==> config.mk <==
export PLATFORM = sky130hd
export DESIGN_NAME = time_cnt_generator
export DESIGN_NICKNAME = d
export VERILOG_FILES = /design/src/common/drive_pkg.sv /design/src/design/time_cnt_generator.sv
export SDC_FILE = /design/constraint.sdc
export NUM_CORES = 1
export LEC_CHECK = 0
export BUFFER_PORTS_ARGS = -buffer_cell sky130_fd_sc_hd__buf_2
export CAP_MARGIN = 20
export CORE_AREA = 3 3 40 42
export CTS_CLUSTER_SIZE = 30
export DETAILED_ROUTE_END_ITERATION = 8
export DIE_AREA = 0 0 43 45
export MAX_ROUTING_LAYER = met4
export SLEW_MARGIN = 25
export SYNTH_ARGS = -nofsm -noshare
export SYNTH_HDL_FRONTEND = slang
export SYNTH_SLANG_ARGS = --single-unit
export TNS_END_PERCENT = 1
==> constraint.sdc <==
create_clock -name clk -period 3.7 [get_ports clk]
set_input_delay 0 -clock clk [delete_from_list [all_inputs] [get_ports clk]]
set_output_delay 0 -clock clk [all_outputs]
set_load 0.02 [all_outputs]
==> src/common/drive_pkg.sv <==
`default_nettype none

package drive_pkg;

  // RAM word address
  typedef logic [9:0] addr_t;

  // Intensity, phase, modulation sample, pulse width and time count
  typedef logic [7:0] byte_t;

  typedef logic [7:0] chan_t;

  // Table RAM layout
  localparam addr_t PWE_BASE = 10'd0;
  localparam addr_t MOD_BASE = 10'd256;
  // Intensity at even offsets, phase right after it
  localparam addr_t CHAN_BASE = 10'd512;

  // Owner of the RAM port in a given cycle
  typedef enum logic [2:0] {
    arb_idle,
    arb_host,
    arb_pwe,
    arb_mod,
    arb_fetch
  } arb_state_e;

endpackage

`default_nettype wire

==> src/design/time_cnt_generator.sv <==
`timescale 1ns/1ps
`default_nettype none

module time_cnt_generator
  import drive_pkg::*;
(
  input  logic  clk,
  input  logic  arst_n,
  input  logic  run,
  output byte_t time_cnt,
  output logic  update
);

  logic run_d;

  always_ff @(posedge clk or negedge arst_n) begin
    if (!arst_n) begin
      run_d    <= 1'b0;
      time_cnt <= '0;
      update   <= 1'b0;
    end else begin
      run_d  <= run;
      // First cycle of a run or counter wrap
      update <= run && (!run_d || time_cnt == 8'hff);
      if (run && run_d) begin
        time_cnt <= time_cnt + 8'd1;
      end else begin
        time_cnt <= '0;
      end
    end
  end

endmodule

`default_nettype wire

==> results.sh <==
export IMPL_max_slew_margin_pct=83.8
export IMPL_irDropWorstVdd_mv=0.208
export IMPL_start_util_pct=32.1
export IMPL_fp_dieW_um=43
export IMPL_cap_violations=0
export IMPL_fmax_ghz=0.767
export IMPL_min_period_ns=1.30
export IMPL_busiest_layer="met2"
export IMPL_dr_pass1_iters=2
export IMPL_total_power_mw=0.196
export IMPL_crit_path_end_kind="flop"
export IMPL_regToRegSetupSlack_ns=2.40
export IMPL_drive_gt1_share_pct=27.8
export IMPL_row_count=13
export IMPL_die_area_mm2=0.00194
export IMPL_cp_slowest_cell="dfrtp_1"
export IMPL_grt_met3_usage_pct=7.97
export IMPL_cts_max_path_buffers=2
export IMPL_cts_sinks=10
export IMPL_synth_cell_types=14
export IMPL_nets=60
export IMPL_grt_use_met1_pct=13.5
export IMPL_antenna_found_initial=0
export IMPL_viasPerCell=4.77
export IMPL_synth_edff_count=0
export IMPL_path_max_fanout=4
export IMPL_met2_usage_pct=17.1
export IMPL_grt_max_degree=11
export IMPL_syn2layout_area_growth_pct=28.2
export IMPL_crit_required_ns=3.89
export IMPL_ys_seq_area_share_pct=60.6
export IMPL_htreeDepth=1
export IMPL_start_kind="flop"
export IMPL_ys_async_sr_fraction_pct=100
export IMPL_path_cells="ha_1, nand2_1, or3_1, a21oi_1"
export IMPL_pin_count=12
export IMPL_cp_arrival_ns=1.49
export IMPL_yosys_warnings=0
export IMPL_yosys_top_cells_area="dfrtp_1 (61%), o21ai_0 (4.8%), or3_1 (4.5%)"
export IMPL_postRouteAntennaNets=0
export IMPL_synthesis_nets=42
export IMPL_io_buffers=11
export IMPL_synthMuxAreaShare_pct=0
export IMPL_netlist_area_um2=413
export IMPL_holdWs_ns=0.123
export IMPL_post_drt_wl_per_cell_um=11.9
export IMPL_routed_wl_um=822
export IMPL_synth_adder_area_share_pct=3.03
export IMPL_cts_tree="built"
export IMPL_p_leak_nw=0.255
export IMPL_synth_top_family_by_area="simple AND/OR/NAND/NOR gates"
export IMPL_clock_latency_ns=0.26
export IMPL_fin_area_um2=529
export IMPL_finClkSkew_ns=0.00228
export IMPL_core_area_mm2=0.00128
export IMPL_yosysMostFrequentCell="dfrtp_1"
export IMPL_cts_buffers=3
export IMPL_hold_class="input pin to async pin"
export IMPL_setup_ws_ns=2.40
export IMPL_synth_simple_gate_area_share_pct=21.5
export IMPL_drc=0
export IMPL_setup_viol=0
export IMPL_syn_instance_count=38
export IMPL_criticalPathCategory="flop to flop"
export IMPL_syn_avg_cell_area_um2=10.9
export IMPL_cp_slowest_stage_delay_ns=0.39
export IMPL_die_height_um=45
export IMPL_antenna_cells=0
export IMPL_synth_compound_gate_area_share_pct=8.48
export IMPL_synth_xor_area_share_pct=6.36
export IMPL_track_usage_pct=11.9
export IMPL_grt_pass1_vias=357
export IMPL_yosys_most_used_dff="dfrtp_1"
export IMPL_synth_commonest_cells="dfrtp_1 (10), nor2_1 (4), o21ai_0 (4)"
export IMPL_vias=329
export IMPL_first_iter_violations=4
export IMPL_ys_seq_elements=10
export IMPL_grt_pass1_wl_um=1570
export IMPL_tightest_slew_ns=0.243
export IMPL_placed_area_um2=487
export IMPL_clk_pin_slew_ns=0.06
export IMPL_gp_congestion=0.694
export IMPL_power_density_mw_per_mm2=370
export IMPL_hold_violations=0
export IMPL_synth_top_area_share_pct=60.6
export IMPL_clockRootBuffer="clkbuf_4"
export IMPL_yosysTopAreaCell="dfrtp_1"
export IMPL_dp_slack_ns=2.43
export IMPL_finalSetupTns_ns=0
export IMPL_post_cts_buffers=0
export IMPL_rsz0062_at_grt="false"
export IMPL_status="complete, no violations"
export IMPL_drv_slew=0
export IMPL_grt_ovfl_total=0
export IMPL_fin_crit_sh_pct=35.3
==> sequential cells by signal, summed over array words and instances, names as in the netlist <==
signal,cells
time_cnt,8
update,1
run_d,1
==> final timing paths <==
path / endpoint / start / depth (start not counted)
worst max register to register: time_cnt[6]$_DFF_PN0_ / time_cnt[0]$_DFF_PN0_ / 4
worst min-delay path: time_cnt[2]$_DFF_PN0_ / arst_n / 2
min in group clk: run_d$_DFF_PN0_ / run / 2
worst max-delay path: time_cnt[6]$_DFF_PN0_ / time_cnt[0]$_DFF_PN0_ / 4
max in group asynchronous: time_cnt[3]$_DFF_PN0_ / arst_n / 2
worst min register to register: time_cnt[0]$_DFF_PN0_ / time_cnt[0]$_DFF_PN0_ / 1
==> cell type report <==
type	instances	area (µm²)
Clock buffer	3	22.5
Fill cell	130	756
Multi-Input combinational cell	28	163
Sequential cell	10	250
Tap cell	15	18.8
Timing Repair Buffer	13	75.1
==> kinds of logic after synthesis <==
group | count (synthesis)
compound gates | 7
simple gates | 17
fa+ha+maj | 1
flops | 10
xor+xnor | 3
==> worst max-delay path: cells and delay by family (launching register included) <==
kind	cells	cell delay (ns)
AO/OA/AOI/OAI	1	0.15
flip-flops	1	0.39
AND/OR/NAND/NOR	2	0.45
adder cells (fa/ha/maj)	1	0.24
==> stage by stage <==
step                      utilization [%]  std cells
final                                41.2         69
after global routing                 41.2         69
after CTS                            41.2         69
after detailed placement             37.9         64
after global placement               37.9         64
after floorplan                         -         38
==> layout by cell type, fill, tap and decap left out <==
cell / n
nor2_1: 4
dfrtp_1: 10
xor2_1: 2
nand4_1: 1
and3_1: 1
clkbuf_4: 3
nand3_1: 3
and2_1: 1
xnor2_1: 1
a21oi_1: 3
ha_1: 1
or3_1: 3
dlygate4sd3_1: 2
nand2_1: 3
nand3_2: 1
o21ai_0: 4
buf_2: 11
==> routing by layer <==
metal / wire, µm / share of wire, %
met2: 374 / 45
met1: 367 / 45
met3: 81 / 9.9
met5: 0 / 0
met4: 0 / 0
==> where the power goes <==
part | total (mW) | internal (mW) | switching (mW)
clock | 0.0708 | 0.0374 | 0.0334
sequential | 0.113 | 0.111 | 0.00153
combinational | 0.0118 | 0.00448 | 0.00736
total | 0.196 | 0.153 | 0.0423
==> what timing repair did <==
item,in CTS,in global routing
resized for setup,0,0
hold buffers,2,0
hold endpoints to repair,12,0
(Power assumes the default switching activity.)
