===== config.mk =====
export PLATFORM = sky130hd
export DESIGN_NAME = pulse_width_lookup
export DESIGN_NICKNAME = d
export VERILOG_FILES = /design/src/common/drive_pkg.sv /design/src/design/pulse_width_lookup.sv
export SDC_FILE = /design/constraint.sdc
export NUM_CORES = 1
export LEC_CHECK = 0
export BUFFER_PORTS_ARGS = -buffer_cell sky130_fd_sc_hd__buf_2
export CAP_MARGIN = 20
export CELL_PAD_IN_SITES_DETAIL_PLACEMENT = 1
export CELL_PAD_IN_SITES_GLOBAL_PLACEMENT = 2
export CORE_MARGIN = 2
export CORE_UTILIZATION = 26
export CTS_CLUSTER_SIZE = 14
export DETAILED_ROUTE_END_ITERATION = 10
export PLACE_DENSITY_LB_ADDON = 0.1
export SETUP_SLACK_MARGIN = 0.15
export SYNTH_ARGS = -nofsm -noshare
export SYNTH_HDL_FRONTEND = slang
export SYNTH_SLANG_ARGS = --single-unit

===== constraint.sdc =====
create_clock -name clk -period 0.8 [get_ports clk]
set_clock_uncertainty 0.05 [all_clocks]
set_input_delay 0.16 -clock clk [delete_from_list [all_inputs] [get_ports clk]]
set_output_delay 0.16 -clock clk [all_outputs]
set_load 0.02 [all_outputs]

===== src/common/drive_pkg.sv =====
`default_nettype none

package drive_pkg;

  // RAM word address
  typedef logic [9:0] addr_t;

  // Intensity, phase, modulation sample, pulse width and time count
  typedef logic [7:0] byte_t;

  typedef logic [7:0] chan_t;

  // Table RAM layout
  localparam addr_t PWE_BASE = 10'd0;
  localparam addr_t MOD_BASE = 10'd256;
  // Intensity at even offsets, phase right after it
  localparam addr_t CHAN_BASE = 10'd512;

  // Owner of the RAM port in a given cycle
  typedef enum logic [2:0] {
    arb_idle,
    arb_host,
    arb_pwe,
    arb_mod,
    arb_fetch
  } arb_state_e;

endpackage

`default_nettype wire


===== src/design/pulse_width_lookup.sv =====
`timescale 1ns/1ps
`default_nettype none

module pulse_width_lookup
  import drive_pkg::*;
(
  input  logic  clk,
  input  logic  arst_n,
  input  logic  scaled_valid,
  input  chan_t scaled_chan,
  input  byte_t scaled_intensity,
  input  byte_t scaled_phase,
  output logic  pwe_req,
  output addr_t pwe_addr,
  input  logic  pwe_gnt,
  input  logic  pwe_rvalid,
  input  byte_t rdata,
  output logic  pw_valid,
  output chan_t pw_chan,
  output byte_t pw_width,
  output byte_t pw_phase
);

  chan_t chan_d;
  byte_t phase_d;

  // Top reader priority, so the request is taken at once
  assign pwe_req  = scaled_valid;
  assign pwe_addr = PWE_BASE + addr_t'(scaled_intensity);

  always_ff @(posedge clk or negedge arst_n) begin
    if (!arst_n) begin
      pw_valid <= 1'b0;
    end else begin
      pw_valid <= pwe_rvalid;
    end
  end

  // Channel and phase ride along with the table read
  always_ff @(posedge clk) begin
    if (pwe_gnt) begin
      chan_d  <= scaled_chan;
      phase_d <= scaled_phase;
    end
    if (pwe_rvalid) begin
      pw_chan  <= chan_d;
      pw_phase <= phase_d;
      pw_width <= rdata;
    end
  end

endmodule

`default_nettype wire


==> results.py, run 1 <==
metrics = {
    "status": {
        "result_of_the_run": "complete, but fails checks",
        "failing_checks": "hold timing, setup timing",
    },
    "floorplan": {
        "die_h_um": 75.05,
        "std_cell_rows": 25,
        "pin_count": 73,
        "core-area_um2": 4786,
        "start_util_pct": 27.42,
        "die_area_um2": 5633,
        "die_width_um": 75.05,
    },
    "yosys": {
        "synth_seq_area_share_pct": 93.42,
        "post_synth_main_area_contributors": "sky130_fd_sc_hd__edfxtp_1 92%, sky130_fd_sc_hd__buf_4 6.3%, sky130_fd_sc_hd__dfrtp_1 1.9%, sky130_fd_sc_hd__conb_1 0.29%",
        "synth_top_area_share_pct": 91.52,
        "synthesized_area_um2": 1313,
        "yosysUniqueCellTypes": 4,
        "yosys_warnings": 0,
        "synth_area_per_cell_um2": 24.76,
        "synth.largest_area_cell": "sky130_fd_sc_hd__edfxtp_1",
        "ys_seq_elements": 41,
        "syn_inst": 53,
    },
    "clock_tree": {
        "buffer_cell_driving_the_clock_tree_root": "sky130_fd_sc_hd__clkbuf_8",
        "cts_buffers": 5,
        "post-cts-setup-buffer-count": 0,
        "cts_htree_levels": 2,
        "clk_path_buf_depth": 2,
        "clk_pin_slew_worst_paths_ns": 0.07,
        "cts_tree": "done",
        "post_cts_hold_buffer_count": 1,
        "clk_latency_ns": 0.29,
        "clock_sinks": 41,
    },
    "worst_setup_path": {
        "crit_family": "flip-flops",
        "worstSetupEndpointType": "primary output",
        "critPathBufInv": 1,
        "worstPathRequired_ns": 0.59,
        "delay_of_the_slowest_cell_on_the_worst_path_ns": 0.42,
        "critical_path_type": "flop to primary output",
        "cp.arrival_ns": 0.86,
        "critPathSlowestCell": "sky130_fd_sc_hd__edfxtp_1",
        "cp_max_fo": 1,
        "start_kind": "flop",
        "timing.critical_path.cells": "buf_6",
    },
    "timing": {
        "timing.final.ws_setup_ns": -0.2704,
        "final_hold_vio_count": 12,
        "report.final.slew_viol_count": 0,
        "holdWs_ns": -0.007045,
        "max_freq_mhz": 934.3,
        "finalSetupViolCount": 25,
        "grt_setup_unrepaired": "yes",
        "final.period_utilization_pct": 133.8,
        "period_needed_ns": 1.070,
    },
    "power": {
        "p_per_area_nw_per_um2": 2319,
        "power.leakage_nw": 0.7275,
        "vdd_ir_drop_max_uv": 1030,
    },
    "finish": {
        "ratio_of_cells_with_drive_above_1_in_the_final_layout_pct": 57.94,
        "final-seq-area_um2": 1226,
        "layoutNonFillerInstCount": 174,
        "num-nets-final": 143,
        "antenna_cells": 0,
        "multiInputGateArea_um2": 7.507,
        "layout_stage_area_growth_over_the_synthesis_result_pct": 39.94,
        "finish.instance_area_um2": 1837,
        "fill_cells": 492,
    },
    "detailed_routing": {
        "routedWlPerCell_um": 13.14,
        "drcViolationCount": 0,
        "drt_iter0_drc": 30,
        "totalWireLength_um": 2287,
        "vias_per_cell": 3.718,
        "detailedRoute.firstPassIterationCount": 4,
        "route.antenna.remaining_nets": 0,
        "route.vias.total": 647,
    },
    "placed_design": {
        "detailed_place.area_um2": 1638,
        "post-place-cells": 165,
        "io_buffer_count": 52,
        "place_congestion": 0.6056,
    },
    "global_route": {
        "grt.met2_usage_pct": 15.50,
        "grt_util_all_layers_pct": 9.073,
        "largest_net_degree_at_the_start_of_global_routing": 17,
        "grt_use_met3_pct": 6.024,
        "most_used_routing_layer": "met2",
        "grt_pass1_wl_um": 3436,
        "number_of_global_route_vias_before_repair": 677,
        "gr_util_met1_pct": 8.760,
        "initial_antenna_violation_count": 0,
        "global_route.overflow_total": 0,
    },
    "min_path": {
        "min-delay-path-class": "input port to flop",
    },
    "flow_run": {
        "maxCapViolations": 0,
    },
}
-- registers in the layout, indices dropped and copies added, names as in the netlist --
register and count:
pw_phase 8, chan_d 8, pw_chan 8, pw_valid 1, phase_d 8, pw_width 8
-- metal layers --
layer  vias up  part of all wire [%]
li1        291                     -
met1       301                    33
met2        51                    51
met3         4                    15
met4         0                   1.4
met5         -                     0
-- kinds of logic after synthesis --
family | Yosys count | share of synthesized area [%]
DFF | 41 | 93.42
buffers and inverters | 11 | 6.292
other | 1 | 0.2857
-- where the power goes --
part | internal (mW) | switching, mW | total, mW
clock | 0.604 | 0.649 | 1.25
combinational | 0.201 | 0.216 | 0.417
sequential | 2.54 | 0.0520 | 2.59
-- timing repair --
action	CTS	global route
gates resized for setup	16	18
endpoints found under the setup margin	41	41
pin swaps	0	0
hold endpoints to repair	23	22
-- through the flow --
stage	setup TNS (ns)	utilization [%]	worst slack [ns]	total power, mW
global placement	-0.03311	34.22	-0.002911	2.973
CTS	-6.175	37.20	-0.2914	4.296
finish	-5.666	38.38	-0.2704	4.260
floorplan	0	-	0.1405	2.820
detailed placement	-0.1786	34.22	-0.01091	2.985
global route	-6.696	38.38	-0.3108	4.455
-- Yosys cell counts --
master and count:
sky130_fd_sc_hd__buf_4 11, sky130_fd_sc_hd__conb_1 1, sky130_fd_sc_hd__dfrtp_1 1, sky130_fd_sc_hd__edfxtp_1 40
-- path summary, 6_finish.rpt --
kind | slack, ns | cells after the start | end | from
hold reg to reg | 0.37 | 0 | pw_chan[1] | chan_d[1]
setup / recovery | -0.27 | 1 | pw_phase[4] | pw_phase[4]
setup reg to reg | 0.12 | 0 | pw_chan[4] | chan_d[4]
min in group asynchronous | 0.13 | 2 | pw_valid | arst_n
max in group asynchronous | 0.49 | 2 | pw_valid | arst_n
hold / removal | -0.007 | 1 | phase_d[1] | scaled_phase[1]
-- cell usage in the layout (no fill, tap or decap) --
cell type	synthesis	layout
sky130_fd_sc_hd__buf_12	0	3
sky130_fd_sc_hd__clkbuf_1	0	1
sky130_fd_sc_hd__dlygate4sd3_1	0	1
sky130_fd_sc_hd__clkbuf_8	0	5
sky130_fd_sc_hd__conb_1	1	2
sky130_fd_sc_hd__clkinv_2	0	2
sky130_fd_sc_hd__dfrtp_1	1	1
sky130_fd_sc_hd__buf_6	0	17
sky130_fd_sc_hd__edfxtp_1	40	40
sky130_fd_sc_hd__buf_2	0	35
-- cell type report --
type | instances | area share [%]
Timing Repair Buffer | 56 | 23.77
Clock inverter | 2 | 0.5450
Sequential cell | 41 | 66.76
Multi-Input combinational cell | 2 | 0.4087
Tap cell | 67 | 4.564
Clock buffer | 6 | 3.951
Power figures use the tool's default switching activity.
==> inputs of run 2 (changes only) <==
--- a/config.mk
+++ b/config.mk
@@ -14,6 +14,7 @@
 export CTS_CLUSTER_SIZE = 14
 export DETAILED_ROUTE_END_ITERATION = 10
 export PLACE_DENSITY_LB_ADDON = 0.1
+export RECOVER_POWER = 25
 export SETUP_SLACK_MARGIN = 0.15
 export SYNTH_ARGS = -nofsm -noshare
 export SYNTH_HDL_FRONTEND = slang
==> constraint.sdc (replaced) <==
create_clock -name clk -period 0.9 [get_ports clk]
set_clock_uncertainty 0.05 [all_clocks]
set_input_delay 0.18 -clock clk [delete_from_list [all_inputs] [get_ports clk]]
set_output_delay 0.18 -clock clk [all_outputs]
set_load 0.02 [all_outputs]
==> results.py, run 2 (same netlist as run 1, synthesis figures left out) <==
metrics = {
    "detailed_routing": {
        "vias_per_cell": 3.730,
        "route.antenna.remaining_nets": 0,
        "route.vias.total": 649,
        "detailedRoute.firstPassIterationCount": 4,
        "routedWlPerCell_um": 13.10,
        "drt_iter0_drc": 25,
        "drcViolationCount": 0,
        "totalWireLength_um": 2280,
    },
    "clock_tree": {
        "post_cts_hold_buffer_count": 1,
        "cts_tree": "done",
        "clk_latency_ns": 0.29,
        "clk_pin_slew_worst_paths_ns": 0.07,
        "cts_buffers": 5,
        "clk_path_buf_depth": 2,
        "cts_htree_levels": 2,
        "buffer_cell_driving_the_clock_tree_root": "sky130_fd_sc_hd__clkbuf_8",
        "clock_sinks": 41,
    },
    "finish": {
        "layout_stage_area_growth_over_the_synthesis_result_pct": 40.32,
        "layoutNonFillerInstCount": 174,
        "fill_cells": 495,
        "finish.instance_area_um2": 1842,
        "mostFrequentLayoutCell": "sky130_fd_sc_hd__edfxtp_1",
        "leading_cell_types_in_the_layout_fill_and_taps_excluded": "40 x sky130_fd_sc_hd__edfxtp_1, 34 x sky130_fd_sc_hd__buf_2, 18 x sky130_fd_sc_hd__buf_6",
        "antenna_cells": 0,
        "num-nets-final": 143,
        "share_of_the_core_filled_with_cells_pct": 38.48,
        "ratio_of_cells_with_drive_above_1_in_the_final_layout_pct": 57.01,
    },
    "placed_design": {
        "place_worst_setup_slack_ns": 0.06873,
        "io_buffer_count": 52,
        "place_congestion": 0.6057,
        "post-place-cells": 165,
        "detailed_place.area_um2": 1638,
    },
    "floorplan": {
        "die_h_um": 75.05,
        "die_area_um2": 5633,
        "die_width_um": 75.05,
        "pin_count": 73,
        "start_util_pct": 27.42,
        "std_cell_rows": 25,
        "core-area_um2": 4786,
    },
    "worst_setup_path": {
        "critical_path.startpoint": "pw_phase[7]",
        "crit_family": "flip-flops",
        "worstPathRequired_ns": 0.67,
        "delay_of_the_slowest_cell_on_the_worst_path_ns": 0.42,
        "critical_path_type": "flop to primary output",
        "critPathBufInv": 1,
        "cp_max_fo": 1,
        "timing.critical_path.cells": "buf_6",
        "critPathSlowestCell": "sky130_fd_sc_hd__edfxtp_1",
        "worst_r2r_startpoint": "phase_d[3]",
        "start_kind": "flop",
        "worstSetupEndpointType": "primary output",
        "cp.arrival_ns": 0.86,
    },
    "timing": {
        "final_hold_vio_count": 0,
        "finalSetupViolCount": 25,
        "holdWs_ns": 0.01277,
        "period_needed_ns": 1.087,
        "final.period_utilization_pct": 120.8,
        "report.final.slew_viol_count": 0,
        "max_freq_mhz": 919.6,
        "final.setup.tns_ns": -3.708,
        "grt_setup_unrepaired": "yes",
        "timing.final.ws_setup_ns": -0.1875,
    },
    "power": {
        "report.power.total_mw": 3.769,
        "power.leakage_nw": 0.7276,
        "p_per_area_nw_per_um2": 2046,
        "vdd_ir_drop_max_uv": 906.6,
    },
    "global_route": {
        "initial_antenna_violation_count": 0,
        "global_route.overflow_total": 0,
        "largest_net_degree_at_the_start_of_global_routing": 17,
        "number_of_global_route_vias_before_repair": 687,
        "grt_util_all_layers_pct": 9.016,
        "grt_pass1_wl_um": 3387,
    },
    "flow_run": {
        "maxCapViolations": 0,
    },
    "status": {
        "failing_checks": "setup timing",
        "result_of_the_run": "complete, but fails checks",
    },
    "min_path": {
        "min-delay-path-class": "input port to flop",
        "min_from": "scaled_phase[1]",
    },
}
-- run 2: cell count changes in the layout (fill, tap and decap cells not counted), sizes merged --
cell	before	now
clkinv	2	3
clkbuf	6	5
-- run 2: final timing paths --
check	end	slack [ns]	cells past startpoint
setup / recovery	pw_phase[7]	-0.19	1
hold reg to reg	pw_chan[3]	0.37	0
min in group asynchronous	pw_valid	0.15	2
max in group asynchronous	pw_valid	0.57	2
setup reg to reg	pw_phase[3]	0.22	0
hold / removal	phase_d[1]	0.01	1
-- run 2: where the power goes --
part | switching [mW] | total [mW] | internal, mW
registers | 0.0472 | 2.30 | 2.26
clock network | 0.570 | 1.09 | 0.521
logic | 0.191 | 0.373 | 0.182
total | 0.808 | 3.77 | 2.96
-- run 2: final cells by class --
type	count	area [um^2]	area share (%)
Clock inverter	3	12.51	0.6793
Multi-Input combinational cell	2	7.507	0.4076
Clock buffer	5	68.82	3.736
Sequential cell	41	1226	66.58
Tap cell	67	83.83	4.552
Timing Repair Buffer	56	442.9	24.05
-- run 2: metal layers --
| metal | routed length [um] | global-route usage [%] |
|---|---|---|
| met5 | 0 | 0 |
| met4 | 35 | 3.175 |
| met3 | 287 | 5.489 |
| met2 | 1183 | 15.89 |
| met1 | 773 | 8.586 |
-- run 2: timing repair --
item,CTS,global route
endpoints found under the hold margin,1,3
gates resized for setup,14,22
cloned,0,0
setup endpoints to repair,25,25
setup buffers,0,0
pin swaps,0,0
