===== src/common/drive_pkg.sv =====
`default_nettype none

package drive_pkg;

  // RAM word address
  typedef logic [9:0] addr_t;

  // Intensity, phase, modulation sample, pulse width and time count
  typedef logic [7:0] byte_t;

  typedef logic [7:0] chan_t;

  // Table RAM layout
  localparam addr_t PWE_BASE = 10'd0;
  localparam addr_t MOD_BASE = 10'd256;
  // Intensity at even offsets, phase right after it
  localparam addr_t CHAN_BASE = 10'd512;

  // Owner of the RAM port in a given cycle
  typedef enum logic [2:0] {
    arb_idle,
    arb_host,
    arb_pwe,
    arb_mod,
    arb_fetch
  } arb_state_e;

endpackage

`default_nettype wire


===== src/design/modulation.sv =====
`timescale 1ns/1ps
`default_nettype none

module modulation
  import drive_pkg::*;
(
  input  logic  clk,
  input  logic  arst_n,
  input  logic  run,
  input  logic  update,
  input  byte_t mod_cycle,
  output logic  mod_req,
  output addr_t mod_addr,
  input  logic  mod_gnt,
  input  logic  mod_rvalid,
  input  byte_t rdata,
  input  logic  item_valid,
  input  chan_t item_chan,
  input  byte_t item_intensity,
  input  byte_t item_phase,
  output logic  scaled_valid,
  output chan_t scaled_chan,
  output byte_t scaled_intensity,
  output byte_t scaled_phase
);

  logic        run_d;
  logic        pend;
  byte_t       idx;
  byte_t       idx_inc;
  byte_t       shadow_sample;
  byte_t       active_sample;
  logic [15:0] product;

  assign idx_inc  = idx + 8'd1;
  assign mod_req  = pend;
  assign mod_addr = MOD_BASE + addr_t'(idx);
  assign product  = item_intensity * active_sample;

  always_ff @(posedge clk or negedge arst_n) begin
    if (!arst_n) begin
      run_d        <= 1'b0;
      pend         <= 1'b0;
      idx          <= '0;
      scaled_valid <= 1'b0;
    end else begin
      run_d        <= run;
      scaled_valid <= item_valid;
      if (!run_d) begin
        // Keep sample 0 fresh while the host may still write
        idx  <= '0;
        pend <= 1'b1;
      end else if (update) begin
        idx  <= (idx_inc == mod_cycle) ? '0 : idx_inc;
        pend <= 1'b1;
      end else if (mod_gnt) begin
        pend <= 1'b0;
      end
    end
  end

  always_ff @(posedge clk) begin
    if (mod_rvalid) begin
      shadow_sample <= rdata;
    end
    // Sample 0 read can land with the first update itself
    if (update) begin
      active_sample <= mod_rvalid ? rdata : shadow_sample;
    end
    scaled_chan      <= item_chan;
    scaled_intensity <= product[15:8];
    scaled_phase     <= item_phase;
  end

endmodule

`default_nettype wire


===== config.mk =====
export PLATFORM = sky130hd
export DESIGN_NAME = modulation
export DESIGN_NICKNAME = d
export VERILOG_FILES = /design/src/common/drive_pkg.sv /design/src/design/modulation.sv
export SDC_FILE = /design/constraint.sdc
export NUM_CORES = 1
export LEC_CHECK = 0
export BUFFER_PORTS_ARGS = -buffer_cell sky130_fd_sc_hd__buf_2
export CORE_AREA = 2 2 148 107
export CTS_CLUSTER_SIZE = 28
export DETAILED_ROUTE_END_ITERATION = 6
export DIE_AREA = 0 0 150 109
export PLACE_DENSITY = 0.43
export SLEW_MARGIN = 20
export SYNTH_ARGS = -nofsm -noshare
export SYNTH_HDL_FRONTEND = slang
export SYNTH_SLANG_ARGS = --single-unit
export TNS_END_PERCENT = 30

===== constraint.sdc =====
create_clock -name clk -period 12 [get_ports clk]
set_input_delay 0.6 -clock clk [delete_from_list [all_inputs] [get_ports clk]]
set_output_delay 0.6 -clock clk [all_outputs]
set_load 0.05 [all_outputs]

==> metrics, run 1 <==
outcome=completed; FILL cells=~1,600; placed insts=roughly 620; vias in the first global route=2,666; I/O Buffers=80; Post-Synth Simple-Gate Area=0.1772; DIE HEIGHT=between 100 and 150 um; FMAX=225.0 MHz; Post-Synth Adder-Cell Area=0.3073; Synth Warn #=0; maximum ir drop on the vdd rail=~57 uV; Final Cell Area=between 4000 and 5000 um2; setup_tns=0 ns; Total GRT Usage=0.1050; Post-Place Worst Slack=between 7 and 8 ns; Synth Flop Type=dfxtp_1; PwrDens=161.8 nW/um2; crit path from=active_sample[7]; post-synthesis sequential area ratio=0.3155; Crit Path Max Fanout=8; H-tree depth=2; Synth area leaders=fa_1, dfxtp_1, ha_1, and2_1, dfrtp_1; Logic pwr share=0.496; Detailed Routing Iterations Pass 1=7; postcts setup bufs=0; HPWL Detailed=about 6500 um; Worst EP required=between 10 and 15 ns; Critical Path Sink Type=flop; cell count after synthesis=approximately 350; Iter 0 DRT Violations=130; post_cts resized=0; placed inst area=approximately 4300 um2; clock buffer count from CTS=5; Final period util=0.3703; switching part of the total power=0.4138; R2R setup slack=7.56 ns; via density per instance=roughly 4.3; Max Cap Violations=0; cell-internal power=between 0.0004 and 0.0005 W; Hold Path Class=input port to asynchronous set/reset pin; RSZ-0062 raised after global routing=false; largest net degree at the start of global routing=24; initial core utilization=0.2439; P_sw=roughly 0.0003 W; clock network power share=0.208; DRC=0; ant diodes=0; final hold vios=0; Worst-Skew Late Latency=around 0.29 ns; # nets final=around 550; Distinct cells, synth=45; row cnt=38; Synth Area in Compound Gates=0.06077; Post-synth ARST share=0.2157; Slew Viols, Final=0; CTS sink cnt=51; antenna violations before repair=0; worst setup margin=7.556 ns; GPL Wtd Cong=a little under 0.8; core area=around 15,000 um2; cts hold-fix bufs=0; worst r2r src=active_sample[7]; main combinational cell family by area after synthesis=adder cells; CTS root buffer=clkbuf_16; critical path launch point type=flop; clk buf depth=2; Avg Inst Size Synth=~10 um2; Avg WL per Cell=~13 um; routed via count=~2,700; Final setup viols=0; Synth Register Bits=between 50 and 60; die outline width=150 um; full die area=about 16,000 um2; post-route insts no fill=between 600 and 700; final wirelength=slightly above 8000 um; XOR/XNOR Fraction of Synth Area=0.04985; Area Growth Syn to Fin=20.42%; clock skew=~0.006 ns; synth cell count leaders=and2_1, inv_1, fa_1; CP arrival=around 4.6 ns; min Tclk post-route=between 4 and 5 ns; count leader, synth=and2_1; slew of the pin with the lowest slew margin=0.5138 ns; Yosys top cell area share=0.1912; Antenna Nets Post-Route=0; grt ovf=0; mux cell area share after synthesis=0.02731; Post-Synthesis Cell Area=3665 um2; Flop pwr share=0.297; TritonCTS clock tree=yes; ratio of cells with drive above 1 in the final layout=0.2413; EDFF count, synth=8; first-pass GRT wire length=~14,000 um; cell taking the most area after synthesis=fa_1; clk slew on worst S/H paths=roughly 0.070 ns; I/O pin count=83; Max transition margin=0.6549; kind of critical path=flop to flop; LEAKAGE=about 2.1 nW; Mapped Nets=about 470
## worst max-delay path: stages, from the launching register on
cell,delay [ns]
edfxtp_1,0.53
nand2_1,0.13
fa_1,0.52
fa_1,0.55
inv_1,0.05
fa_1,0.50
fa_1,0.49
ha_1,0.35
a21oi_1,0.14
nand3_1,0.11
or2_2,0.31
a31oi_1,0.31
a31oi_1,0.18
xnor2_1,0.16
## registers in the layout (all words and copies together), names as in the netlist
name	cells
scaled_intensity	8
scaled_chan	8
scaled_phase	8
active_sample	8
shadow_sample	8
mod_req	1
scaled_valid	1
idx	8
run_d	1
## cells by family after synthesis
| group | Yosys count |
|---|---|
| compound gates | 37 |
| xor+xnor | 20 |
| fa+ha+maj | 69 |
| buf+inv | 52 |
| flops | 51 |
| mux | 9 |
| other cells | 2 |
| simple gates | 111 |
## layout by cell type, fill, tap and decap left out, drive strengths merged, types with 11 or more instances in the layout
cell type and count:
nand2 27, fa 35, dfrtp 11, xnor2 15, a21oi 16, ha 34
and2 49, inv 45, buf 80, dfxtp 32
## worst paths after layout
path                                        to  depth (start not counted)
max                        scaled_intensity[7]                         13
min                                      run_d                          1
max reg2reg                scaled_intensity[7]                         13
min reg2reg                   shadow_sample[1]                          1
max in group asynchronous               idx[7]                          1
min in group clk                scaled_chan[4]                          1
## through the flow
stage                     hold WS, ns   power, W  utilization
after global placement         0.4545  0.0005752       0.2836
after detailed placement       0.4627  0.0005727       0.2836
after floorplan                0.3044  0.0004938            -
final                          0.1655  0.0007139       0.2937
after CTS                      0.1656  0.0007291       0.2937
after global routing           0.1713  0.0007797       0.2937
## per-layer routing
layer  global-route usage  wire [um]  vias to the layer above
met2               0.1569       3455                       80
met4              0.01819         40                        0
met1               0.1550       4215                     1303
met5                    0          0                        -
li1                     -          -                     1300
met3              0.02552        418                        2
## power groups by stage
stage,logic [W],clock network [W],registers (W)
finish,0.000354,0.000148,0.000212
global route,0.000402,0.000163,0.000214
CTS,0.000360,0.000156,0.000212
detailed placement,0.000357,0,0.000216
global placement,0.000360,0,0.000215
floorplan,0.000223,0,0.000271
## cell type report
type	instances	area [um2]	share of cell area
Multi-Input combinational cell	248	2288	0.5186
Tap cell	200	250.2	0.05671
Sequential cell	51	1156	0.2620
Timing Repair Buffer	80	400.4	0.09073
Clock buffer	5	125.1	0.02835
Inverter	44	165.2	0.03743
Clock inverter	3	27.53	0.006238
Note: power is estimated with default switching activity, not from simulation.
==> run 2: changes to the inputs <==
--- a/config.mk
+++ b/config.mk
@@ -5,12 +5,13 @@
 export SDC_FILE = /design/constraint.sdc
 export NUM_CORES = 1
 export LEC_CHECK = 0
+export ABC_AREA = 1
 export BUFFER_PORTS_ARGS = -buffer_cell sky130_fd_sc_hd__buf_2
-export CORE_AREA = 2 2 148 107
+export CORE_AREA = 2 2 156 112
 export CTS_CLUSTER_SIZE = 28
 export DETAILED_ROUTE_END_ITERATION = 6
-export DIE_AREA = 0 0 150 109
-export PLACE_DENSITY = 0.43
+export DIE_AREA = 0 0 158 114
+export PLACE_DENSITY = 0.42
 export SLEW_MARGIN = 20
 export SYNTH_ARGS = -nofsm -noshare
 export SYNTH_HDL_FRONTEND = slang
==> constraint.sdc (replaced) <==
create_clock -name clk -period 4.3 [get_ports clk]
set_input_delay 0.215 -clock clk [delete_from_list [all_inputs] [get_ports clk]]
set_output_delay 0.215 -clock clk [all_outputs]
set_load 0.05 [all_outputs]
==> metrics, run 2 <==
Worst EP required=4.50 ns (-7.68 ns); synth cell count leaders=nand2_1, inv_1, fa_1; Worst-Skew Late Latency=0.30 ns (about the same); postcts setup bufs=0 (unchanged); min Tclk post-route=4.056 ns (-0.3878 ns); worst setup margin=0.2442 ns (-7.312 ns); Synth Register Bits=51 (unchanged); DRC=0 (unchanged); clock skew=0.01179 ns (+0.005674 ns); Max transition margin=0.5388 (-0.1161); I/O pin count=83 (unchanged); die outline width=158 um (+5.3%); Final Cell Area=4912 um2 (+11%); CTS root buffer=clkbuf_16; clock network power share=0.194 (-0.014); I/O Buffers=80 (unchanged); Mapped Nets=631 (+35%); row cnt=40 (+5.3%); full die area=18,010 um2 (+10%); CTS sink cnt=51 (unchanged); GPL Wtd Cong=0.8576 (+10%); Total GRT Usage=0.1113 (+0.006356); clk buf depth=2 (unchanged); Flop pwr share=0.266 (-0.031); final wirelength=9300 um (+14%); count leader, synth=nand2_1; clock buffer count from CTS=5 (unchanged); Distinct cells, synth=34 (-24%); FMAX=246.6 MHz (+9.6%); Post-synth ARST share=0.2157 (unchanged); Area Growth Syn to Fin=20.80%; ratio of cells with drive above 1 in the final layout=0.1990 (-0.04231); Slew Viols, Final=0 (unchanged); switching part of the total power=0.4636 (+0.04983); critical path launch point type=flop; maximum ir drop on the vdd rail=154.1 uV (+170%); storage element area=1156 um2 (unchanged); grt ovf=0 (unchanged); Yosys top cell area share=0.1723 (-0.01888); ant diodes=0 (unchanged); Max Cap Violations=0 (unchanged); first-pass GRT wire length=15,720 um (+16%); Synth Flop Type=dfxtp_1; post-synthesis sequential area ratio=0.2843 (-0.03116); # nets final=708 (+30%); via density per instance=4.019 (-5.5%); Crit Path Max Fanout=8 (unchanged); outcome=completed; Final setup viols=0 (unchanged); most frequent cells in the layout=nand2_1, inv_1, buf_2; HPWL Detailed=7592 um (+16%); TritonCTS clock tree=yes; Final period util=0.9432 (+0.5729); smallest hold slack=0.01389 ns (-0.1516 ns); Multi-input gate area=2342 um2 (+2.4%); RSZ-0062 raised after global routing=false; final hold vios=0 (unchanged); Avg Inst Size Synth=7.896 um2 (-24%); LEAKAGE=2.853 nW (+34%); vias in the first global route=3,315 (+24%); Antenna Nets Post-Route=0 (unchanged); setup_tns=0 ns (unchanged); core area=16,720 um2 (+11%); P_sw=0.001024 W (+250%); slew of the pin with the lowest slew margin=0.6893 ns (+0.1755 ns); routed via count=3,312 (+23%); Avg WL per Cell=11.29 um (-12%); clk slew on worst S/H paths=0.08 ns (about the same); Critical Path Sink Type=flop; Synth Warn #=0 (unchanged); Post-Place Worst Slack=0.2700 ns (-7.078 ns); CP arrival=4.25 ns (-0.37 ns); DIE HEIGHT=114 um (+4.6%); kind of critical path=flop to flop; Detailed Routing Iterations Pass 1=4 (-3); Synth area leaders=fa_1, dfxtp_1, nand2_1, inv_1, ha_1; cell count after synthesis=515 (+47%); FILL cells=1,860 (+15%); placed inst area=4679 um2 (+9.8%); Post-Synthesis Cell Area=4066 um2 (+11%); Hold Path Class=input port to flop; commonest non-fill, non-tap cell in the layout=nand2_1; antenna violations before repair=4 (+4); largest net degree at the start of global routing=19 (-21%); PwrDens=449.6 nW/um2 (+180%); EDFF count, synth=8 (unchanged); cell taking the most area after synthesis=fa_1; H-tree depth=2 (unchanged); Iter 0 DRT Violations=115 (-12%); cell-internal power=0.001185 W (+180%); Logic pwr share=0.540 (+0.044); initial core utilization=0.2433 (-0.0006573)
run 2: cell types whose count changed in the layout (fill, tap and decap cells not counted), moves of 5 or more:
cell and change:
nand2_1 +118, inv_1 +82, and2_1 -48, nand3_1 +13
xnor2_1 -12, dlygate4sd3_1 +8, nor2_1 +7, a21oi_1 -6
nand2_2 +5, nor2_4 +5
run 2: final timing paths:
check	start	endpoint	slack, ns	cells past startpoint
min in group asynchronous	arst_n	idx[7]	0.32	2
max in group asynchronous	arst_n	scaled_valid	3.74	2
setup reg to reg	active_sample[7]	scaled_intensity[4]	0.24	14
hold reg to reg	shadow_sample[1]	shadow_sample[1]	0.48	1
setup / recovery	active_sample[7]	scaled_intensity[4]	0.24	14
hold / removal	item_chan[2]	scaled_chan[2]	0.01	1
run 2: cell type report:
| type | instances | share of cell area |
|---|---|---|
| multi-input combinational | 316 | 0.4768 |
| inverter | 129 | 0.09857 |
| clock inverter | 3 | 0.005604 |
| clock buffer | 5 | 0.02547 |
| timing repair buffer | 89 | 0.09934 |
| sequential | 51 | 0.2354 |
| tap | 231 | 0.05884 |
run 2: logic make-up (layout without fill, tap and decap cells):
logic type               Yosys count  in the layout  synth area share
buffers and inverters            148            226            0.1397
adder cells (fa/ha/maj)           69             69            0.2769
multiplexers                       8              8           0.02215
AO/OA/AOI/OAI                     27             27           0.03846
other                              2              2          0.001847
AND/OR/NAND/NOR                  205            205            0.2258
XOR/XNOR                           5              5           0.01077
flip-flops                        51             51            0.2843
run 2: worst max-delay path, stage by stage (launching register included):
cell	delay (ns)
edfxtp_1	0.53
nand2_1	0.11
inv_1	0.06
fa_1	0.51
fa_1	0.51
fa_1	0.54
inv_1	0.05
fa_1	0.52
inv_1	0.04
ha_1	0.35
a21o_1	0.19
a31oi_1	0.16
o21ai_0	0.13
o21ai_0	0.16
nand2_1	0.06
run 2: per-layer routing:
metal | share of wire | vias up | wire length (um) | GRT usage
li1 | - | 1672 | - | -
met1 | 0.48 | 1549 | 4487 | 0.1459
met2 | 0.44 | 70 | 4096 | 0.1826
met3 | 0.061 | 15 | 566 | 0.02888
met4 | 0.013 | 6 | 118 | 0.03003
met5 | 0.0034 | - | 32 | 0
run 2: metrics by stage:
| stage | total power, W | utilization | instances |
|---|---|---|---|
| final | 0.002208 | 0.2939 | 824 |
| after global routing | 0.002434 | 0.2939 | 824 |
| after CTS | 0.002245 | 0.2921 | 821 |
| after detailed placement | 0.001791 | 0.2799 | 808 |
| after global placement | 0.001799 | 0.2799 | 808 |
| after floorplan | 0.001514 | - | 515 |
run 2: repair_timing:
item,in CTS,in global routing
hold endpoints to repair,15,3
hold buffers,5,3
gates resized for setup,0,0
setup endpoints to repair,0,0
run 2: power groups by stage:
stage	Combinational, W	Clock [W]	Sequential, W
after floorplan	0.000763	0	0.000750
after global placement	0.00120	0	0.000599
after detailed placement	0.00119	0	0.000599
after CTS	0.00121	0.000449	0.000590
after global routing	0.00137	0.000466	0.000596
final	0.00119	0.000428	0.000588
