### config.mk
export PLATFORM = sky130hd
export DESIGN_NAME = drive_fetch
export DESIGN_NICKNAME = d
export VERILOG_FILES = /design/src/common/drive_pkg.sv /design/src/design/drive_fetch.sv
export SDC_FILE = /design/constraint.sdc
export NUM_CORES = 1
export LEC_CHECK = 0
export BUFFER_PORTS_ARGS = -buffer_cell sky130_fd_sc_hd__buf_2
export CAP_MARGIN = 40
export CORE_AREA = 5 5 76 78
export CTS_BUF_LIST = sky130_fd_sc_hd__clkbuf_4
export CTS_CLUSTER_SIZE = 8
export DETAILED_ROUTE_END_ITERATION = 16
export DIE_AREA = 0 0 81 83
export PLACE_DENSITY = 0.68
export RECOVER_POWER = 50
export SYNTH_ARGS = -nofsm -noshare
export SYNTH_HDL_FRONTEND = slang
export SYNTH_SLANG_ARGS = --single-unit
### constraint.sdc
create_clock -name clk -period 2 [get_ports clk]
set_input_delay 0.1 -clock clk [delete_from_list [all_inputs] [get_ports clk]]
set_output_delay 0.1 -clock clk [all_outputs]
set_load 0.02 [all_outputs]
### src/common/drive_pkg.sv
`default_nettype none

package drive_pkg;

  // RAM word address
  typedef logic [9:0] addr_t;

  // Intensity, phase, modulation sample, pulse width and time count
  typedef logic [7:0] byte_t;

  typedef logic [7:0] chan_t;

  // Table RAM layout
  localparam addr_t PWE_BASE = 10'd0;
  localparam addr_t MOD_BASE = 10'd256;
  // Intensity at even offsets, phase right after it
  localparam addr_t CHAN_BASE = 10'd512;

  // Owner of the RAM port in a given cycle
  typedef enum logic [2:0] {
    arb_idle,
    arb_host,
    arb_pwe,
    arb_mod,
    arb_fetch
  } arb_state_e;

endpackage

`default_nettype wire

### src/design/drive_fetch.sv
`timescale 1ns/1ps
`default_nettype none

module drive_fetch
  import drive_pkg::*;
#(
  parameter int DEPTH = 128
) (
  input  logic  clk,
  input  logic  arst_n,
  input  logic  update,
  output logic  fetch_req,
  output addr_t fetch_addr,
  input  logic  fetch_gnt,
  input  logic  fetch_rvalid,
  input  byte_t rdata,
  output logic  item_valid,
  output chan_t item_chan,
  output byte_t item_intensity,
  output byte_t item_phase
);

  // Two words per channel
  localparam logic [8:0] NREAD = 9'(2 * DEPTH);

  typedef enum logic {
    fetch_idle,
    fetch_busy
  } fetch_state_e;

  fetch_state_e state;
  logic [8:0]   issue_cnt;
  logic [8:0]   recv_cnt;
  byte_t        int_hold;

  assign fetch_req  = (state == fetch_busy) && (issue_cnt < NREAD);
  assign fetch_addr = CHAN_BASE + addr_t'(issue_cnt);

  always_ff @(posedge clk or negedge arst_n) begin
    if (!arst_n) begin
      state      <= fetch_idle;
      issue_cnt  <= '0;
      recv_cnt   <= '0;
      item_valid <= 1'b0;
    end else begin
      // Phase word closes an item
      item_valid <= fetch_rvalid && recv_cnt[0];
      if (update) begin
        state     <= fetch_busy;
        issue_cnt <= '0;
        recv_cnt  <= '0;
      end else if (state == fetch_busy) begin
        if (fetch_gnt) begin
          issue_cnt <= issue_cnt + 9'd1;
        end
        if (fetch_rvalid) begin
          recv_cnt <= recv_cnt + 9'd1;
          if (recv_cnt == NREAD - 9'd1) begin
            state <= fetch_idle;
          end
        end
      end
    end
  end

  always_ff @(posedge clk) begin
    if (fetch_rvalid) begin
      if (!recv_cnt[0]) begin
        int_hold <= rdata;
      end else begin
        item_chan      <= recv_cnt[8:1];
        item_intensity <= int_hold;
        item_phase     <= rdata;
      end
    end
  end

endmodule

`default_nettype wire

==> results of run 1 <==
==> sequential cells by signal, indices dropped and copies added (netlist names) <==
name	count
recv_cnt	9
state	1
item_valid	1
item_intensity	8
issue_cnt	9
int_hold	8
item_chan	8
item_phase	8
==> worst max-delay path: cells and delay by family, from the launching register on <==
family	cells	cell delay (ps)
and+or+nand+nor	1	560
DFF	1	600
AOI/OAI and AO/OA	2	480
==> how the worst max path moves through the flow <==
stage,endpoint,slack [ps],cells after the start,from
6_report,issue_cnt[8],290,3,state
2_1_floorplan,issue_cnt[8],490,4,issue_cnt[0]
4_1_cts,issue_cnt[8],320,3,state
3_3_place_gp,issue_cnt[6],430,3,state
5_1_grt,issue_cnt[7],200,3,state
3_5_place_dp,issue_cnt[6],350,3,state
==> stage by stage <==
step,utilization [%],power [µW]
floorplan,-,1310
global placement,45.2,1370
detailed placement,45.2,1370
CTS,48.6,1960
global route,48.1,2030
finish,48.1,1940
==> power by group <==
group          internal [µW]  switching [µW]  total (µW)
Combinational           48.0             100         148
Sequential              1190            17.3        1210
Clock                    262             324         586
Total                   1500             441        1940
==> kinds of logic after synthesis <==
kind of cell | count (synthesis) | share of synthesized area [%]
other | 1 | 0.192
AO/OA/AOI/OAI | 29 | 8.83
flip-flops | 52 | 74.7
adder cells (fa/ha/maj) | 3 | 1.92
AND/OR/NAND/NOR | 40 | 10.9
buffers and inverters | 7 | 1.66
XOR/XNOR | 4 | 1.79
==> final cells by class <==
type                    instances  area, µm²
clock inverters                 3       42.5
repair buffers                 58        314
inverters                       1       3.75
well taps                      70       87.6
flip-flops and latches         52       1460
multi-input cells              77        462
fillers                       465       2600
clock buffers                   5       37.5
==> metal layers <==
layer	vias to the layer above	share of wire, %
met1	612	46
met5	-	0
li1	631	-
met2	50	45
met4	0	0.88
met3	4	7.9
==> cell usage after synthesis, types with 2 or more instances <==
master	n
a21oi_1	15
buf_2	2
clkbuf_1	2
dfrtp_1	20
edfxtp_1	32
ha_1	3
nand2_1	9
nand3_1	9
nand4_1	3
nor2_1	5
nor2b_1	2
o21ai_0	4
o31ai_1	7
or3_1	4
or4_1	7
xor2_1	4
==> repair_timing <==
item	in CTS	in global routing
hold endpoints to repair	36	0
setup endpoints to repair	0	0
hold buffers	9	0
==> metrics.yaml, run 1 <==
status: "finished clean"
slew_headroom_pct: 28.5
synthesis.nets: 152
grt.busiest_layer: "met2"
avgSynthCellArea_um2: 14.4
cpMostUsedCell: "a21oi_1"
std_cell_rows: 26
cp_slowest_cell: "dfrtp_1"
period_minus_slack_ps: 1710
post_cts.repair.setup_buffers: 0
drive_gt1_share_pct: 18.4
async_flop_share_pct: 38.5
design.die.area_um2: 6720
clock-root-buffer: "clkbuf_4"
clockBufferDepth: 2
cts_buffers: 5
whs_endpoint: "issue_cnt[1]"
clock-skew-final_ps: 23.1
drt_iter0_drc: 53
post-dp-hpwl_um: 2330
grt_pass1_vias: 1237
grt_max_degree: 22
seq_area_frac_synth_pct: 74.7
synthFlopType: "edfxtp_1"
reg2reg_setup_slack_ps: 290
track_usage_pct: 10.7
holdWs_ps: 24.0
design_area_um2: 2410
place_area_um2: 2260
synth_edf_count: 32
power.density_nw_per_um2: 807
ys_ff_latch: 52
syn-instance-count: 136
critPathArrivalTime_ps: 2000
yosysWarnings: 0
ant_nets: 0
timing.rr.end: "issue_cnt[8]"
crit_chain: "a21oi_1 > or4_1 > a21oi_1"
peakVddDrop_mv: 0.349
avgViaCountPerCell: 4.88
grt_first_pass_wirelength_um: 5680
io_pins: 49
layout.nets: 211
synth.largest_area_cell: "edfxtp_1"
min_from: "fetch_gnt"
antenna_found_initial: 0
reg2reg_depth: 3
drc_errors: 0
cts_tree: "built"
period_share_pct: 85.5
slowest_delay_ps: 600
p_leak_uw: 0.000915
critPathMaxFanout: 12
via_count: 1297
first_pass_iters: 4
timing.rr.start: "state"
coreArea_um2: 5010
clock_sinks: 52
max_freq_mhz: 585
setup_viol: 0
layout_commonest_cell: "edfxtp_1"
hold_path_class: "in2reg"
die_h_um: 83
cp.required_ps: 2290
grt_use_met3_pct: 4.00
routed_wl_um: 3510
die_w_um: 81
path_clk_slew_ps: 130
clk_latency_ps: 380
final_cell_mix: "edfxtp_1 (32), buf_2 (26), clkbuf_1 (21), dfrtp_1 (20), a21oi_1 (15)"
critPathCaptureType: "register"
numPlacedInstances: 249
wl_per_cell_um: 13.2
maxCapViolations: 0
tns_ps: 0
syn_area_um2: 1960
num_antenna_cells: 0
area_delta_synth_final_pct: 23.2
ys_top_cells_by_area: "edfxtp_1 (49%), dfrtp_1 (26%), a21oi_1 (3.8%), o31ai_1 (2.7%), or4_1 (2.7%)"
start_util_pct: 39.0
layoutNonFillerInstCount: 266
htree_levels: 2
portBuffers: 47
synth_cell_types: 24
maxSlewViolCount: 0
met1_usage_pct: 13.2
min_path_cells: 3
overflow: 0
grt.met2_usage_pct: 17.6
place_congestion: 0.780
startpoint_type: "register"
pre_cts_ws_ps: 354
rsz0062_at_grt: "false"
fin_ws_ps: 289
crit_type: "reg2reg"
finalHoldViolations: 0
yosysTopAreaCellShare_pct: 49.1
cts_resized: 0
worst_pin_slew_ps: 1070
Power figures use the tool's default switching activity.
==> run 2, diff against run 1 <==
Settings changed: CORE_AREA 5 5 76 78 to 5 5 70 72, DIE_AREA 0 0 81 83 to 0 0 75 77, PLACE_DENSITY 0.68 to 0.81, SLEW_MARGIN set to 25.
Clock period 2 ns to 1.4 ns, I/O delays scaled along.
==> run 2 against run 1 <==
  * Setup slack lost 250 ps
  * Count of clock-buffer cells in the layout is the same
  * Power grew 43%
  * Via count grew 6.7%
  * Non-clock buffer count grew 18
  * Register-to-register slack lost 250 ps
  * Clock skew shrank 13 ps
  * Sequential share of layout area shrank 3.7 points
  * Final area grew 6.9%
  * Largest power group unchanged
==> metrics.yaml, run 2 (synthesized netlist as in run 1, its figures left out) <==
clock_sinks: 52
place_congestion: 0.766
layout_commonest_cell: "edfxtp_1"
pre_cts_ws_ps: -54.8
reg_top3: "issue_cnt (9), recv_cnt (9)"
start_util_pct: 46.2
timing.rr.start: "recv_cnt[0]"
worst_pin_slew_ps: 542
timing.rr.end: "recv_cnt[8]"
grt_pass1_vias: 1422
fill_cells: 339
multi_input_area_um2: 504
period_share_pct: 97.2
clk_latency_ps: 360
grt_max_degree: 26
p_leak_uw: 0.00101
antenna_found_initial: 0
crit_path_start: "recv_cnt[0]"
period_minus_slack_ps: 1360
clock-skew-final_ps: 10.5
grt_first_pass_wirelength_um: 6310
p_seq_share_pct: 61.9
die_w_um: 75
maxCapViolations: 0
portBuffers: 47
ant_nets: 0
post-dp-hpwl_um: 2640
crit_end: "recv_cnt[8]"
final_cell_mix: "edfxtp_1 (32), buf_2 (29), clkbuf_1 (18), dfrtp_1 (17), buf_4 (16)"
critPathMaxFanout: 3
avgViaCountPerCell: 5.20
p_int_uw: 2170
reg2reg_depth: 5
htree_levels: 2
startpoint_type: "register"
reg2reg_setup_slack_ps: 40
wl_per_cell_um: 14.6
layout.nets: 229
drc_errors: 0
coreArea_um2: 4230
path_clk_slew_ps: 130
clkPwrFrac_pct: 29.3
maxSlewViolCount: 0
p_switching_uw: 622
io_pins: 49
design.die.area_um2: 5780
critPathCaptureType: "register"
critPathArrivalTime_ps: 1630
setup_viol: 0
finalHoldViolations: 0
swShare_pct: 22.3
fin_ws_ps: 39.0
cts_buffers: 5
std_cell_rows: 24
combPwrFrac_pct: 8.8
die_h_um: 77
overflow: 0
clock-root-buffer: "clkbuf_4"
drive_gt1_share_pct: 32.7
first_pass_iters: 4
track_usage_pct: 13.9
cts_tree: "built"
area_delta_synth_final_pct: 31.6
drt_iter0_drc: 75
peakVddDrop_mv: 0.433
design_area_um2: 2570
place_area_um2: 2300
slew_headroom_pct: 63.8
layout.area.seq_um2: 1470
routed_wl_um: 3880
via_count: 1384
crit_type: "reg2reg"
num_antenna_cells: 0
status: "finished clean"
hold_path_class: "in2reg"
rsz0062_at_grt: "true"
power.density_nw_per_um2: 1080
clockBufferDepth: 2
cp.required_ps: 1670
max_freq_mhz: 735
==> run 2: worst min path at each step <==
stage                      start           end  slack, ps  cells after the start
finish              fetch_rvalid   recv_cnt[8]         40                      2
global route        fetch_rvalid   recv_cnt[1]         50                      3
floorplan                 arst_n  issue_cnt[0]       -230                      0
global placement          arst_n  issue_cnt[3]         50                      1
CTS                 fetch_rvalid   recv_cnt[8]         20                      2
detailed placement        arst_n  issue_cnt[3]         40                      1
==> run 2: layer usage <==
layer	GRT usage [%]	up-vias	part of all wire, %
met2	24.3	52	49
met5	0	-	0
met3	4.05	5	8.7
met1	16.3	668	41
met4	3.74	0	1.2
li1	-	659	-
==> run 2: critical path, cell delays in order, from the launching register on <==
cell	delay (ps)
dfrtp_1	390
ha_2	200
nand3_1	100
nor2_2	130
ha_1	250
a311oi_2	210
==> run 2: repair_timing <==
action                                  4_1_cts  5_1_grt
pin swaps                                     0        7
hold buffers                                 10        0
endpoints found under the setup margin        8       10
endpoints found under the hold margin        37        0
gates cloned                                  0        0
gates resized for setup                       4        8
setup buffers                                 2        8
==> run 2: per-stage QoR <==
stage                     TNS [ps]  util [%]  hold WS [ps]  total power (µW)  std cells
final                            0      60.8          43.4              2790        266
after global placement           0      54.3          45.9              1970        238
after floorplan              -28.7         -          -226              1880        136
after global routing         -83.3      60.8          46.0              2920        266
after detailed placement      -183      54.3          43.9              1980        238
after CTS                    -11.3      59.3          21.3              2820        258
==> run 2: power by group through the flow <==
stage | clock network (µW) | logic (µW) | registers [µW]
global placement | 0 | 208 | 1760
finish | 817 | 245 | 1730
CTS | 844 | 252 | 1730
floorplan | 0 | 70.2 | 1810
global route | 913 | 274 | 1730
detailed placement | 0 | 213 | 1760
==> run 2: layout make-up <==
type,count,area share [%]
repair buffers,76,17.7
well taps,52,2.53
clock inverters,3,1.65
flip-flops and latches,52,56.9
inverters,1,0.146
clock buffers,5,1.46
multi-input cells,77,19.6
==> run 3, diff against run 2 <==
Settings changed: ABC_AREA set to 1, ABC_CLOCK_PERIOD_IN_PS set to 1400, CORE_AREA 5 5 70 72 to 5 5 72 74, DIE_AREA 0 0 75 77 to 0 0 77 79, PLACE_DENSITY 0.81 to 0.8.
==> run 3 against run 2 <==
  * Synthesized area increased by 6.0%
  * Power increased by 2.0%
  * Cell count increased by 14%
  * Wire length decreased by 2.0%
  * Global-route usage decreased by 0.47 points
  * Non-clock buffer count decreased by 7
  * Sequential cell count unchanged
  * Maximum frequency decreased by 0.62%
  * Largest power group unchanged
==> metrics.yaml, run 3 <==
syn_area_um2: 2070
critPathMaxFanout: 2
wl_per_cell_um: 12.6
drt_iter0_drc: 87
worst_pin_slew_ps: 1120
track_usage_pct: 13.5
io_pins: 49
p_leak_uw: 0.00113
synth_top_family_by_area: "simple AND/OR/NAND/NOR gates"
finalHoldViolations: 0
layout.nets: 263
first_pass_iters: 4
yosysTopAreaCellShare_pct: 46.4
overflow: 0
peakVddDrop_mv: 0.554
startpoint_type: "register"
synth_simple_gate_area_share_pct: 17.6
final_cell_mix: "buf_2 (39), nand2_1 (32), edfxtp_1 (32), nor2_1 (23), dfrtp_1 (20)"
std_cell_rows: 25
crit_type: "reg2reg"
post_cts.repair.setup_buffers: 0
clock_sinks: 52
drive_gt1_share_pct: 27.0
synthesis.nets: 190
drc_errors: 0
max_freq_mhz: 730
tns_ps: 0
place_congestion: 0.818
setup_viol: 0
start_util_pct: 45.7
ant_nets: 0
num_antenna_cells: 0
synth_common_cells: "nand2_1 (33), edfxtp_1 (32), nor2_1 (24)"
cts_tree: "built"
synth_cell_types: 25
cp.required_ps: 1680
critPathArrivalTime_ps: 1650
critPathCaptureType: "register"
die_h_um: 79
maxCapViolations: 0
grt_first_pass_wirelength_um: 6620
clk_latency_ps: 360
grt_pass1_vias: 1478
layout_commonest_cell: "buf_2"
via_count: 1473
synth_edf_count: 32
power.density_nw_per_um2: 1080
area_delta_synth_final_pct: 26.5
clockBufferDepth: 2
status: "finished clean"
portBuffers: 47
clock-skew-final_ps: 7.46
rsz0062_at_grt: "true"
period_share_pct: 97.8
avgViaCountPerCell: 4.88
path_clk_slew_ps: 140
coreArea_um2: 4540
final_util_pct: 57.8
synth_xor_area_share_pct: 0.423
grt_max_degree: 23
clock-root-buffer: "clkbuf_4"
post-dp-hpwl_um: 2820
die_w_um: 77
synthAdderAreaFrac_pct: 1.81
cts_buffers: 5
hold_path_class: "in2async"
synth.largest_area_cell: "edfxtp_1"
maxSlewViolCount: 0
reg_top3: "issue_cnt (9), recv_cnt (9)"
synthFlopType: "edfxtp_1"
period_minus_slack_ps: 1370
layoutNonFillerInstCount: 302
async_flop_share_pct: 38.5
ys_top_cells_by_area: "edfxtp_1 (46%), dfrtp_1 (24%), nand2_1 (6.0%), nor2_1 (4.3%), inv_1 (3.4%)"
design.die.area_um2: 6080
ys_ff_latch: 52
synthMostInstantiatedCell: "nand2_1"
yosysWarnings: 0
syn-instance-count: 174
antenna_found_initial: 0
slew_headroom_pct: 25.2
avgSynthCellArea_um2: 11.9
synth_compound_area_share_pct: 4.05
synth_mux_area_share_pct: 0
htree_levels: 2
numPlacedInstances: 282
seq_area_frac_synth_pct: 70.5
routed_wl_um: 3800
run 3: cell count changes in the layout (fill, tap and decap cells not counted), moves of 5 or more:
cell,change
inv_1,+18
or4_1,-7
a21oi_1,-5
clkbuf_1,-8
buf_2,+10
nand2_1,+23
nor2_1,+19
buf_4,-10
a21oi_2,-5
o31ai_1,-7
run 3: path summary, 6_finish.rpt:
check,startpoint,to,slack (ps),depth (start not counted)
hold / removal,arst_n,issue_cnt[8],430,2
setup reg to reg,recv_cnt[0],recv_cnt[8],30,7
max in group asynchronous,arst_n,recv_cnt[6],300,2
min in group clk,rdata[0],int_hold[0],430,2
setup / recovery,recv_cnt[0],recv_cnt[8],30,7
hold reg to reg,int_hold[5],item_intensity[5],440,0
run 3: layout make-up:
cell class,count,area (µm²)
clock buffers,5,37.5
clock inverters,3,42.5
fillers,365,1910
inverters,20,75.1
multi-input cells,99,514
flip-flops and latches,52,1460
well taps,54,67.6
repair buffers,69,423
run 3: routing by layer:
metal	GRT usage, %	up-vias	wire [µm]
li1	-	724	-
met1	16.1	683	1590
met2	23.5	61	1860
met3	4.20	5	307
met4	3.61	0	53
met5	0	-	0
run 3: logic make-up (layout without fill, tap and decap cells):
group           count (synthesis)  count (layout)
other cells                     1               1
buf+inv                        23              97
flops                          52              52
xor+xnor                        1               1
fa+ha+maj                       3               3
simple gates                   78              78
compound gates                 16              16
run 3: repair_timing:
item,CTS,global route
hold buffers,12,0
pin swaps,1,1
hold endpoints to repair,40,0
setup endpoints to repair,1,3
resized for setup,1,3
run 3: worst max-delay path: stages (launching register included):
cell	delay, ps
dfrtp_1	410
ha_1	190
inv_1	70
nor2_2	50
nand2_2	70
nor3_2	40
ha_1	290
o31ai_2	170
run 3: stage by stage:
stage	power (µW)	area (µm²)	hold slack (ps)	setup slack, ps
2_1_floorplan	1920	2070	-226	3.92
3_3_place_gp	2030	2430	46.6	34.3
3_5_place_dp	2040	2430	50.6	-45.7
4_1_cts	2880	2630	167	-11.9
5_1_grt	2980	2620	411	-132
6_report	2840	2620	430	30.4
run 3: power breakdown:
group / leakage [µW] / internal, µW / switching, µW
sequential: 0.000571 / 1710 / 22.2
clock: 0.0000428 / 374 / 443
combinational: 0.000519 / 108 / 184
